===== config.mk =====
export PLATFORM = sky130hd
export DESIGN_NAME = multiply_commit_top
export DESIGN_NICKNAME = d
export VERILOG_FILES = /design/src/verilog/apogeo_pkg.sv /design/src/verilog/multiply_commit_top.sv /design/src/verilog/register_writeback.sv /design/src/verilog/multiply_control.sv /design/src/verilog/shift_add_multiplier.sv /design/src/verilog/step_counter.sv /design/src/verilog/commit_buffer.sv
export SDC_FILE = /design/constraint.sdc
export NUM_CORES = 1
export LEC_CHECK = 0
export ABC_AREA = 1
export BUFFER_PORTS_ARGS = -buffer_cell sky130_fd_sc_hd__buf_4
export CELL_PAD_IN_SITES_DETAIL_PLACEMENT = 2
export CELL_PAD_IN_SITES_GLOBAL_PLACEMENT = 2
export CORE_AREA = 8 8 256 258
export CTS_CLUSTER_DIAMETER = 50
export CTS_CLUSTER_SIZE = 20
export DETAILED_ROUTE_END_ITERATION = 7
export DIE_AREA = 0 0 264 266
export GPL_ROUTABILITY_DRIVEN = 0
export PLACE_DENSITY = 0.86
export SYNTH_ARGS = -nofsm -noshare
export SYNTH_HDL_FRONTEND = slang
export SYNTH_HIERARCHICAL = 1
export SYNTH_SLANG_ARGS = --single-unit
export TNS_END_PERCENT = 100

===== constraint.sdc =====
create_clock -name clk_i -period 5.2 [get_ports clk_i]
set_input_delay 1.04 -clock clk_i [delete_from_list [all_inputs] [get_ports clk_i]]
set_output_delay 1.04 -clock clk_i [all_outputs]
set_load 0.01 [all_outputs]

===== src/verilog/apogeo_pkg.sv =====
package apogeo_pkg;

    // Width of the integer datapath and of every result word
    typedef logic [31:0] data_word_t;

    // Architectural register index
    typedef logic [4:0] reg_addr_t;

    // Companion data carried next to each result until it is written back
    typedef struct packed {
        data_word_t instr_addr;
        reg_addr_t  reg_dest;
    } instr_packet_t;

    // Multiply opcodes with RISC-V meaning
    typedef enum logic [1:0] {
        MUL,
        MULH,
        MULHU
    } mul_op_t;

    // Multiply control states
    typedef enum logic [1:0] {
        IDLE,
        COMPUTE,
        COMMIT
    } mul_state_t;

    // One register file write port
    typedef struct packed {
        logic       valid;
        reg_addr_t  reg_dest;
        data_word_t result;
    } writeback_port_t;

    // One iteration per multiplier bit
    localparam int MUL_STEPS = 32;
    localparam int STEP_CNT_BITS = 5;

    // Kept small so back-pressure fills the buffer quickly
    localparam int COMMIT_DEPTH = 4;

endpackage : apogeo_pkg

===== src/verilog/multiply_commit_top.sv =====
`timescale 1ns/1ps

module multiply_commit_top (
    input  logic                        clk_i,
    input  logic                        rst_n_i,
    input  logic                        issue_i,
    input  apogeo_pkg::mul_op_t         op_i,
    input  apogeo_pkg::data_word_t      operand_a_i,
    input  apogeo_pkg::data_word_t      operand_b_i,
    input  apogeo_pkg::instr_packet_t   ipacket_i,
    output logic                        busy_o,
    input  logic                        wb_grant_i,
    output apogeo_pkg::writeback_port_t wb_port_o
);

    logic start;
    logic step;
    logic count_clear;
    logic count_enable;
    logic last_step;
    logic buffer_write;
    logic buffer_read;
    logic buffer_full;
    logic buffer_empty;

    apogeo_pkg::data_word_t    mul_result;
    apogeo_pkg::instr_packet_t ctrl_packet;
    apogeo_pkg::data_word_t    head_result;
    apogeo_pkg::instr_packet_t head_packet;

    multiply_control u_control (
        .clk_i          (clk_i),
        .rst_n_i        (rst_n_i),
        .issue_i        (issue_i),
        .ipacket_i      (ipacket_i),
        .buffer_full_i  (buffer_full),
        .last_step_i    (last_step),
        .start_o        (start),
        .step_o         (step),
        .count_clear_o  (count_clear),
        .count_enable_o (count_enable),
        .buffer_write_o (buffer_write),
        .ipacket_o      (ctrl_packet),
        .busy_o         (busy_o)
    );

    step_counter u_counter (
        .clk_i    (clk_i),
        .rst_n_i  (rst_n_i),
        .clear_i  (count_clear),
        .enable_i (count_enable),
        .last_o   (last_step)
    );

    shift_add_multiplier u_multiplier (
        .clk_i       (clk_i),
        .start_i     (start),
        .step_i      (step),
        .op_i        (op_i),
        .operand_a_i (operand_a_i),
        .operand_b_i (operand_b_i),
        .result_o    (mul_result)
    );

    commit_buffer #(
        .BUFFER_DEPTH (apogeo_pkg::COMMIT_DEPTH)
    ) u_buffer (
        .clk_i     (clk_i),
        .rst_n_i   (rst_n_i),
        .write_i   (buffer_write),
        .read_i    (buffer_read),
        .result_i  (mul_result),
        .ipacket_i (ctrl_packet),
        .result_o  (head_result),
        .ipacket_o (head_packet),
        .full_o    (buffer_full),
        .empty_o   (buffer_empty)
    );

    register_writeback u_writeback (
        .clk_i          (clk_i),
        .rst_n_i        (rst_n_i),
        .grant_i        (wb_grant_i),
        .buffer_empty_i (buffer_empty),
        .result_i       (head_result),
        .ipacket_i      (head_packet),
        .buffer_read_o  (buffer_read),
        .wb_port_o      (wb_port_o)
    );

endmodule : multiply_commit_top


===== src/verilog/register_writeback.sv =====
`timescale 1ns/1ps

module register_writeback (
    input  logic                        clk_i,
    input  logic                        rst_n_i,
    input  logic                        grant_i,
    input  logic                        buffer_empty_i,
    input  apogeo_pkg::data_word_t      result_i,
    input  apogeo_pkg::instr_packet_t   ipacket_i,
    output logic                        buffer_read_o,
    output apogeo_pkg::writeback_port_t wb_port_o
);

    // Pop the head whenever the register file offers a port
    assign buffer_read_o = grant_i && !buffer_empty_i;

    always_ff @(posedge clk_i) begin
        if (!rst_n_i) begin
            wb_port_o.valid <= 1'b0;
        end else begin
            wb_port_o.valid <= buffer_read_o;
        end
        // Destination and data are loaded on a pop and held until the next one
        if (buffer_read_o) begin
            wb_port_o.reg_dest <= ipacket_i.reg_dest;
            wb_port_o.result   <= result_i;
        end
    end

endmodule : register_writeback


===== src/verilog/multiply_control.sv =====
`timescale 1ns/1ps

module multiply_control (
    input  logic                      clk_i,
    input  logic                      rst_n_i,
    input  logic                      issue_i,
    input  apogeo_pkg::instr_packet_t ipacket_i,
    input  logic                      buffer_full_i,
    input  logic                      last_step_i,
    output logic                      start_o,
    output logic                      step_o,
    output logic                      count_clear_o,
    output logic                      count_enable_o,
    output logic                      buffer_write_o,
    output apogeo_pkg::instr_packet_t ipacket_o,
    output logic                      busy_o
);

    apogeo_pkg::mul_state_t    state;
    apogeo_pkg::mul_state_t    state_next;
    apogeo_pkg::instr_packet_t packet_q;

    always_comb begin
        state_next = state;
        case (state)
            apogeo_pkg::IDLE: begin
                if (issue_i) begin
                    state_next = apogeo_pkg::COMPUTE;
                end
            end
            apogeo_pkg::COMPUTE: begin
                if (last_step_i) begin
                    state_next = apogeo_pkg::COMMIT;
                end
            end
            apogeo_pkg::COMMIT: begin
                // Stay here while the buffer has no room
                if (!buffer_full_i) begin
                    state_next = apogeo_pkg::IDLE;
                end
            end
            default: state_next = apogeo_pkg::IDLE;
        endcase
    end

    always_ff @(posedge clk_i) begin
        if (!rst_n_i) begin
            state  <= apogeo_pkg::IDLE;
            busy_o <= 1'b0;
        end else begin
            state  <= state_next;
            busy_o <= (state_next != apogeo_pkg::IDLE);
        end
    end

    always_ff @(posedge clk_i) begin
        if (start_o) begin
            packet_q <= ipacket_i;
        end
    end

    // Issue is only honoured from IDLE
    assign start_o        = (state == apogeo_pkg::IDLE) && issue_i;
    assign count_clear_o  = start_o;
    assign step_o         = (state == apogeo_pkg::COMPUTE);
    assign count_enable_o = step_o;
    assign buffer_write_o = (state == apogeo_pkg::COMMIT) && !buffer_full_i;
    assign ipacket_o      = packet_q;

    // The counter must only reach its final step while the datapath is iterating
    assert property (@(posedge clk_i) disable iff (!rst_n_i)
                     last_step_i |-> state == apogeo_pkg::COMPUTE)
        else $error("step counter reached last step outside COMPUTE");

endmodule : multiply_control


===== src/verilog/shift_add_multiplier.sv =====
`timescale 1ns/1ps

module shift_add_multiplier (
    input  logic                    clk_i,
    input  logic                    start_i,
    input  logic                    step_i,
    input  apogeo_pkg::mul_op_t     op_i,
    input  apogeo_pkg::data_word_t  operand_a_i,
    input  apogeo_pkg::data_word_t  operand_b_i,
    output apogeo_pkg::data_word_t  result_o
);

    logic                   signed_op;
    apogeo_pkg::data_word_t mag_a;
    apogeo_pkg::data_word_t mag_b;

    apogeo_pkg::data_word_t multiplicand;
    logic [63:0]            product;
    logic                   negate;
    apogeo_pkg::mul_op_t    op_q;

    logic [32:0]            partial_sum;
    logic [63:0]            signed_product;

    // MUL shares the signed path since the low half does not depend on signedness
    assign signed_op = (op_i != apogeo_pkg::MULHU);

    assign mag_a = (signed_op && operand_a_i[31]) ? -operand_a_i : operand_a_i;
    assign mag_b = (signed_op && operand_b_i[31]) ? -operand_b_i : operand_b_i;

    // Upper half plus multiplicand, with the carry kept for the shift
    assign partial_sum = product[0] ? {1'b0, product[63:32]} + {1'b0, multiplicand}
                                    : {1'b0, product[63:32]};

    always_ff @(posedge clk_i) begin
        if (start_i) begin
            multiplicand <= mag_a;
            product      <= {32'b0, mag_b};
            negate       <= signed_op && (operand_a_i[31] ^ operand_b_i[31]);
            op_q         <= op_i;
        end else if (step_i) begin
            // The multiplier bit just used drops out at the bottom
            product <= {partial_sum, product[31:1]};
        end
    end

    assign signed_product = negate ? -product : product;

    always_comb begin
        case (op_q)
            apogeo_pkg::MUL: result_o = signed_product[31:0];
            default:         result_o = signed_product[63:32];
        endcase
    end

endmodule : shift_add_multiplier


===== src/verilog/step_counter.sv =====
`timescale 1ns/1ps

module step_counter (
    input  logic clk_i,
    input  logic rst_n_i,
    input  logic clear_i,
    input  logic enable_i,
    output logic last_o
);

    localparam logic [apogeo_pkg::STEP_CNT_BITS-1:0] LAST_STEP =
        apogeo_pkg::STEP_CNT_BITS'(apogeo_pkg::MUL_STEPS - 1);

    logic [apogeo_pkg::STEP_CNT_BITS-1:0] count;

    // Clear wins over enable so a new operation always starts from zero
    always_ff @(posedge clk_i) begin
        if (!rst_n_i) begin
            count <= '0;
        end else if (clear_i) begin
            count <= '0;
        end else if (enable_i) begin
            count <= count + 1'b1;
        end
    end

    // High during the final iteration before the count wraps back to zero
    assign last_o = (count == LAST_STEP);

endmodule : step_counter


===== src/verilog/commit_buffer.sv =====
`timescale 1ns/1ps

module commit_buffer #(
    parameter int BUFFER_DEPTH = 8
) (
    input  logic                      clk_i,
    input  logic                      rst_n_i,

    input  logic                      write_i,
    input  logic                      read_i,

    input  apogeo_pkg::data_word_t    result_i,
    input  apogeo_pkg::instr_packet_t ipacket_i,

    output apogeo_pkg::data_word_t    result_o,
    output apogeo_pkg::instr_packet_t ipacket_o,

    output logic                      full_o,
    output logic                      empty_o
);

    localparam int PTR_BITS = $clog2(BUFFER_DEPTH);
    localparam int ENTRY_BITS = $bits(apogeo_pkg::data_word_t)
                              + $bits(apogeo_pkg::instr_packet_t);

    logic [PTR_BITS-1:0] wr_ptr;
    logic [PTR_BITS-1:0] rd_ptr;
    logic [PTR_BITS-1:0] wr_ptr_next;
    logic [PTR_BITS-1:0] rd_ptr_next;

    logic [ENTRY_BITS-1:0] entries [BUFFER_DEPTH];

    // Pointers wrap naturally since the depth is a power of two
    assign wr_ptr_next = wr_ptr + 1'b1;
    assign rd_ptr_next = rd_ptr + 1'b1;

    always_ff @(posedge clk_i) begin
        if (!rst_n_i) begin
            wr_ptr <= '0;
            rd_ptr <= '0;
        end else begin
            if (write_i) begin
                wr_ptr <= wr_ptr_next;
            end
            if (read_i) begin
                rd_ptr <= rd_ptr_next;
            end
        end
    end

    // A simultaneous push and pop leaves the occupancy and so both flags unchanged
    always_ff @(posedge clk_i) begin
        if (!rst_n_i) begin
            full_o  <= 1'b0;
            empty_o <= 1'b1;
        end else if (write_i && !read_i) begin
            empty_o <= 1'b0;
            full_o  <= (wr_ptr_next == rd_ptr);
        end else if (read_i && !write_i) begin
            full_o  <= 1'b0;
            empty_o <= (rd_ptr_next == wr_ptr);
        end
    end

    always_ff @(posedge clk_i) begin
        if (write_i) begin
            entries[wr_ptr] <= {result_i, ipacket_i};
        end
    end

    // Head of the buffer is visible without a read cycle
    assign {result_o, ipacket_o} = entries[rd_ptr];

    assert property (@(posedge clk_i) disable iff (!rst_n_i) write_i |-> !full_o)
        else $error("commit buffer written while full");

    assert property (@(posedge clk_i) disable iff (!rst_n_i) read_i |-> !empty_o)
        else $error("commit buffer read while empty");

endmodule : commit_buffer


# Word level (Yosys, flattened, before mapping)
# Memory sizes are Yosys's and may differ from the RTL's. A register that Yosys moved wholly into a read port is not among the register bits.
# Cells that the tools add are included.
[totals]
ff_bits = 151
ramBits = 276
input_bits = 107
output_inout_bits = 39
elab_cells = 66
memories = 1
[memory_table]
columns = ["name", "depth", "width", "read_ports", "rd_ports_with_merged_regs", "write_ports", "line", "source"]
rows = [
  ["u_buffer.entries", 4, 69, 1, 1, 1, "commit_buffer.sv:31", "logic [ENTRY_BITS-1:0] entries [BUFFER_DEPTH];"],
]
[op_classes]
add_sub_neg = 7
n_eq_ne = 6
mux = 17
bitwise_logic = 2
reduce_logical = 18
[op_table]
columns = ["cell", "count"]
rows = [
  ["2-to-1 mux 32 bit", 5],
  ["2-to-1 mux 64 bit", 1],
  ["negator 32 bit", 2],
  ["negator 64 bit", 1],
  ["adder 32 x 32 -> 33 bit", 1],
  ["2-to-1 mux 33 bit", 1],
  ["logical AND 1 bit", 8],
  ["2-to-1 mux 1 bit", 6],
  ["2-to-1 mux 2 bit", 3],
  ["one-hot mux 2 bit (3 select lines)", 1],
  ["nonzero test 2 bit", 3],
  ["adder 5 x 1 -> 5 bit, second input constant", 1],
  ["equality test 5 bit, second input constant", 1],
  ["adder 2 x 1 -> 2 bit, second input constant", 2],
  ["equality test 2 bit", 2],
  ["logical NOT 1 bit", 4],
  ["logical NOT 2 bit", 2],
  ["equality test 2 x 1 -> 1 bit, second input constant", 1],
  ["equality test 2 bit, second input constant", 1],
  ["!= test 2 bit, second input constant", 1],
  ["OR reduction 2 bit", 1],
  ["NOT 1 bit", 1],
  ["XOR 1 bit", 1],
]

# Logic depth before layout (Yosys ltp)
[depth]
depth_word = 6
mapped_depth = 15
mapped_depth_nobuf = 14

# Cells and area by module
# The synthesis kept the hierarchy.
[by_module_without_submodules]
columns = ["mod", "instances", "cells_per_inst", "area_each_um2", "seq_area_each_um2"]
rows = [
  ["commit_buffer", 1, 724, 10647.7, 8448.1],
  ["shift_add_multiplier", 1, 1795, 10447.5, 2652.5],
  ["multiply_control", 1, 60, 1258.7, 1171.1],
  ["register_writeback", 1, 43, 1154.9, 1131.1],
  ["step_counter", 1, 30, 226.5, 100.1],
]

# Least setup slack after synthesis
# Ideal clock, no wire load.
[synth_timing]
kind = "input to register"
from = "input port issue_i"
to = "register u_multiplier.product[0] (enable)"
setup_ns = 0.407
arrival_ns = 3.914
path_slack_ns = 0.880
cell_stages = 7
cell_sequence = "nand2_1 -> inv_1 -> buf_4 -> buf_2 -> nor2_1 -> inv_1 -> clkbuf_1"
[synth_via]
elab_chain_len = 2
[synth_rtl]
columns = ["item", "line", "source"]
rows = [
  ["from (decl)", "multiply_commit_top.sv:6", "input logic issue_i,"],
  ["logical AND 1 bit", "multiply_control.sv:63", "assign start_o = (state == apogeo_pkg::IDLE) && issue_i;"],
  ["named net count_clear", "multiply_commit_top.sv:18", "logic count_clear;"],
  ["nonzero test 2 bit (no line)", "n/a", ""],
  ["to (signal assigned)", "shift_add_multiplier.sv:38", "product <= {32'b0, mag_b};"],
  ["to (signal assigned)", "shift_add_multiplier.sv:43", "product <= {partial_sum, product[31:1]};"],
  ["to (decl)", "shift_add_multiplier.sv:18", "logic [63:0] product;"],
]
# The timed path passes the listed nets, and every way through them passes these cells.
# A chain may end at the register's enable or synchronous reset.

# Final worst setup path
[layout_timing]
from = "register u_multiplier.product[0]"
to = "memory u_buffer/entries[1][68] (netlist name) (data pin)"
[layout_via]
elab_chain_len = 3
[layout_rtl]
columns = ["item", "line", "source"]
rows = [
  ["negator 64 bit", "shift_add_multiplier.sv:47", "assign signed_product = negate ? -product : product;"],
  ["2-to-1 mux 64 bit", "shift_add_multiplier.sv:47", ""],
  ["2-to-1 mux 32 bit", "shift_add_multiplier.sv:50", "case (op_q)"],
  ["named net mul_result[31]", "multiply_commit_top.sv:26", "apogeo_pkg::data_word_t mul_result;"],
  ["to (decl)", "commit_buffer.sv:31", ""],
]
# The timed path passes the listed nets, and every way through them passes these cells.

==> key figures <==
Clocking
  – Clk root buf: clkbuf_16
  – Post-CTS setup repair buffer count: 0
  – Post_cts resized: 0
  – # hold bufs at CTS: 0
  – Cts bufs inserted: 31
  – H-tree Lvls: 1
  – Clk_lat worst skew: 610 ps
  – CTS Sinks: 306
  – CTS tree: built
  – Worst-path clk slew: 70 ps
  – Max clock buf depth: 3

Die
  – Die W: 264 um
  – Top-Level Pins: 146
  – CORE AREA: 0.0613 mm2
  – Initial Util: 0.295
  – Die height: 266 um
  – Die Footprint: 0.0702 mm2
  – FP Rows: 91

STA
  – PnR worst setup slack: 2380 ps
  – Max Freq: 354 MHz
  – Final Hold Fails: 0
  – Final setup violating endpoints: 0
  – Min cycle time layout: 2820 ps
  – Worst slew pin tran: 1020 ps
  – Period utilization: 0.543
  – Fin. max-slew vios: 0
  – Worst Clk Skew: 24.3 ps
  – Slew margin rel.: 0.316
  – Setup TNS Final: 0 ps
  – Unrepaired setup endpoints after global routing: no

Cells and area
  – Final nets: 2561
  – Diodes inserted: 0
  – Share of layout cells above drive strength 1: 0.0924
  – Area delta synth->final: 14.9%
  – Final design utilization: 0.339

Setup path
  – Setup CP Type: reg2reg
  – R2R setup slack: 2380 ps
  – Critical path endpoint category: flop
  – Critical Path AT: 3170 ps
  – CP Data Required Time: 5550 ps
  – Setup crit start kind: flop
  – Crit-path max FO: 35

Synthesis
  – Syn avg cell area: 7.80 um2
  – Net Count, Synth: 2468
  – Syn Inst Count: 2318
  – Post-Syn Area: 0.0181 mm2
  – Ys Warns: 6

Global route
  – Grt total ovfl: 0
  – Largest net degree at the start of global routing: 76
  – Initial antenna violation count: 1
  – Tot GR Track Use: 0.192
  – Number of global-route vias before repair: 18500
  – First-pass GRT wire length: 108000 um

Pwr
  – Gate power share: 0.225
  – Peak supply drop: 239 uV
  – Internal Pwr Total: 4.59 mW
  – Share of power burned in registers: 0.426
  – Psw: 2.42 mW
  – Sw frac: 0.346
  – Overall power: 7.02 mW
  – LEAKAGE: 8.86 nW
  – Clk network pwr share: 0.349
  – Power Dens Cells: 338 mW/mm2

Min path
  – Worst Hold Class: reg2reg

Outcome
  – Status: finished clean

Placement
  – Pre-CTS setup slack: 1830 ps
  – Post-DP HPWL: 52900 um
  – IO Port Bufs: 113

Detailed routing
  – Iteration-0 DRC Markers: 837
  – WL per Instance: 21.5 um
  – Final WL: 69400 um
  – Routed Antenna Nets: 0
  – Remaining DRCs: 0
  – Via count: 16500
  – Vias per inst: 5.12
  – Pre-antenna DRT Iters: 5

Run
  – MaxCap Viol Count: 0
-- worst max-delay path, stage by stage, from the launching register on --
cell and delay (ps):
edfxtp_1 370, buf_4 270, clkinv_2 140, nand3_4 110, nor2_4 220, nand2_1 160, nor2_1 300, nand3_1 250
nand3_1 130, nand3_1 210, o21ai_1 380
-- routing by layer --
layer | track usage | vias up | wire (um)
met1 | 0.230 | 8303 | 29300
met2 | 0.358 | 292 | 35800
met3 | 0.0245 | 107 | 2510
met5 | 0 | - | 12
met4 | 0.0525 | 2 | 1760
li1 | - | 7810 | -
-- cells in the final DEF (no fill, tap or decap), types with 3 or more instances in the layout --
cell type	count
ha_1	42
nand3_4	4
and2_1	5
buf_4	133
inv_12	4
inv_1	264
xor2_1	40
nor4_1	3
nor2_2	8
clkbuf_16	31
nand3_1	172
nor2_4	4
o211ai_1	9
xnor2_1	18
o21ai_1	47
edfxtp_1	257
bufinv_16	3
inv_2	6
nand4_1	22
nor3_1	19
inv_6	6
a21oi_1	83
clkinv_2	3
nand2_2	3
clkbuf_1	3
o21ai_0	148
a31oi_1	3
nand2_1	664
nor2_1	312
dfxtp_1	48
nand3b_1	7
o22ai_1	38
-- flip-flops by register name (all words and copies together), names as in the netlist, named ones only --
signal and count:
u_counter/count 5, u_multiplier/product 64, u_control/ipacket_o 5, u_multiplier/negate 1, u_buffer/empty_o 1, u_multiplier/op_q 2, u_buffer/full_o 1, u_writeback/wb_port_o 38
u_control/state 2, u_buffer/rd_ptr 2, u_control/busy_o 1, u_buffer/wr_ptr 2, u_multiplier/multiplicand 32, u_buffer/entries 148
-- metrics by stage --
| step | cell area [um2] | hold slack [ps] | instances |
|---|---|---|---|
| 2_1_floorplan | 18100 | 449 | 2318 |
| 3_3_place_gp | 19700 | 466 | 3168 |
| 3_5_place_dp | 19700 | 498 | 3168 |
| 4_1_cts | 20800 | 507 | 3225 |
| 5_1_grt | 20800 | 531 | 3225 |
| 6_report | 20800 | 501 | 3225 |
-- final cells by class --
| class | count | area [um2] |
|---|---|---|
| multi-input combinational | 1667 | 7960 |
| clock buffer | 34 | 787 |
| inverter | 272 | 1020 |
| clock inverter | 23 | 325 |
| tap | 790 | 988 |
| sequential | 306 | 8700 |
| timing repair buffer | 133 | 998 |
| fill | 7086 | 40500 |
-- path summary, 6_finish.rpt --
check                                      endpoint  depth (start not counted)                         startpoint
setup reg to reg  u_buffer/entries[1][68]$_DFFE_PP_                         10  u_multiplier/product[0]$_DFFE_PP_
hold reg to reg     u_counter/count[1]$_SDFFE_PP0P_                          2    u_counter/count[1]$_SDFFE_PP0P_
hold / removal      u_counter/count[1]$_SDFFE_PP0P_                          2    u_counter/count[1]$_SDFFE_PP0P_
setup / recovery  u_buffer/entries[1][68]$_DFFE_PP_                         10  u_multiplier/product[0]$_DFFE_PP_
-- power by group through the flow --
stage | Sequential, mW | Combinational (mW) | Clock [mW]
2_1_floorplan | 2.95 | 1.00 | 0
3_3_place_gp | 3.03 | 1.44 | 0
3_5_place_dp | 3.04 | 1.54 | 0
4_1_cts | 2.99 | 1.57 | 2.50
5_1_grt | 2.99 | 1.75 | 2.57
6_report | 2.99 | 1.58 | 2.45
No activity file was read; power rests on OpenSTA's default activity.
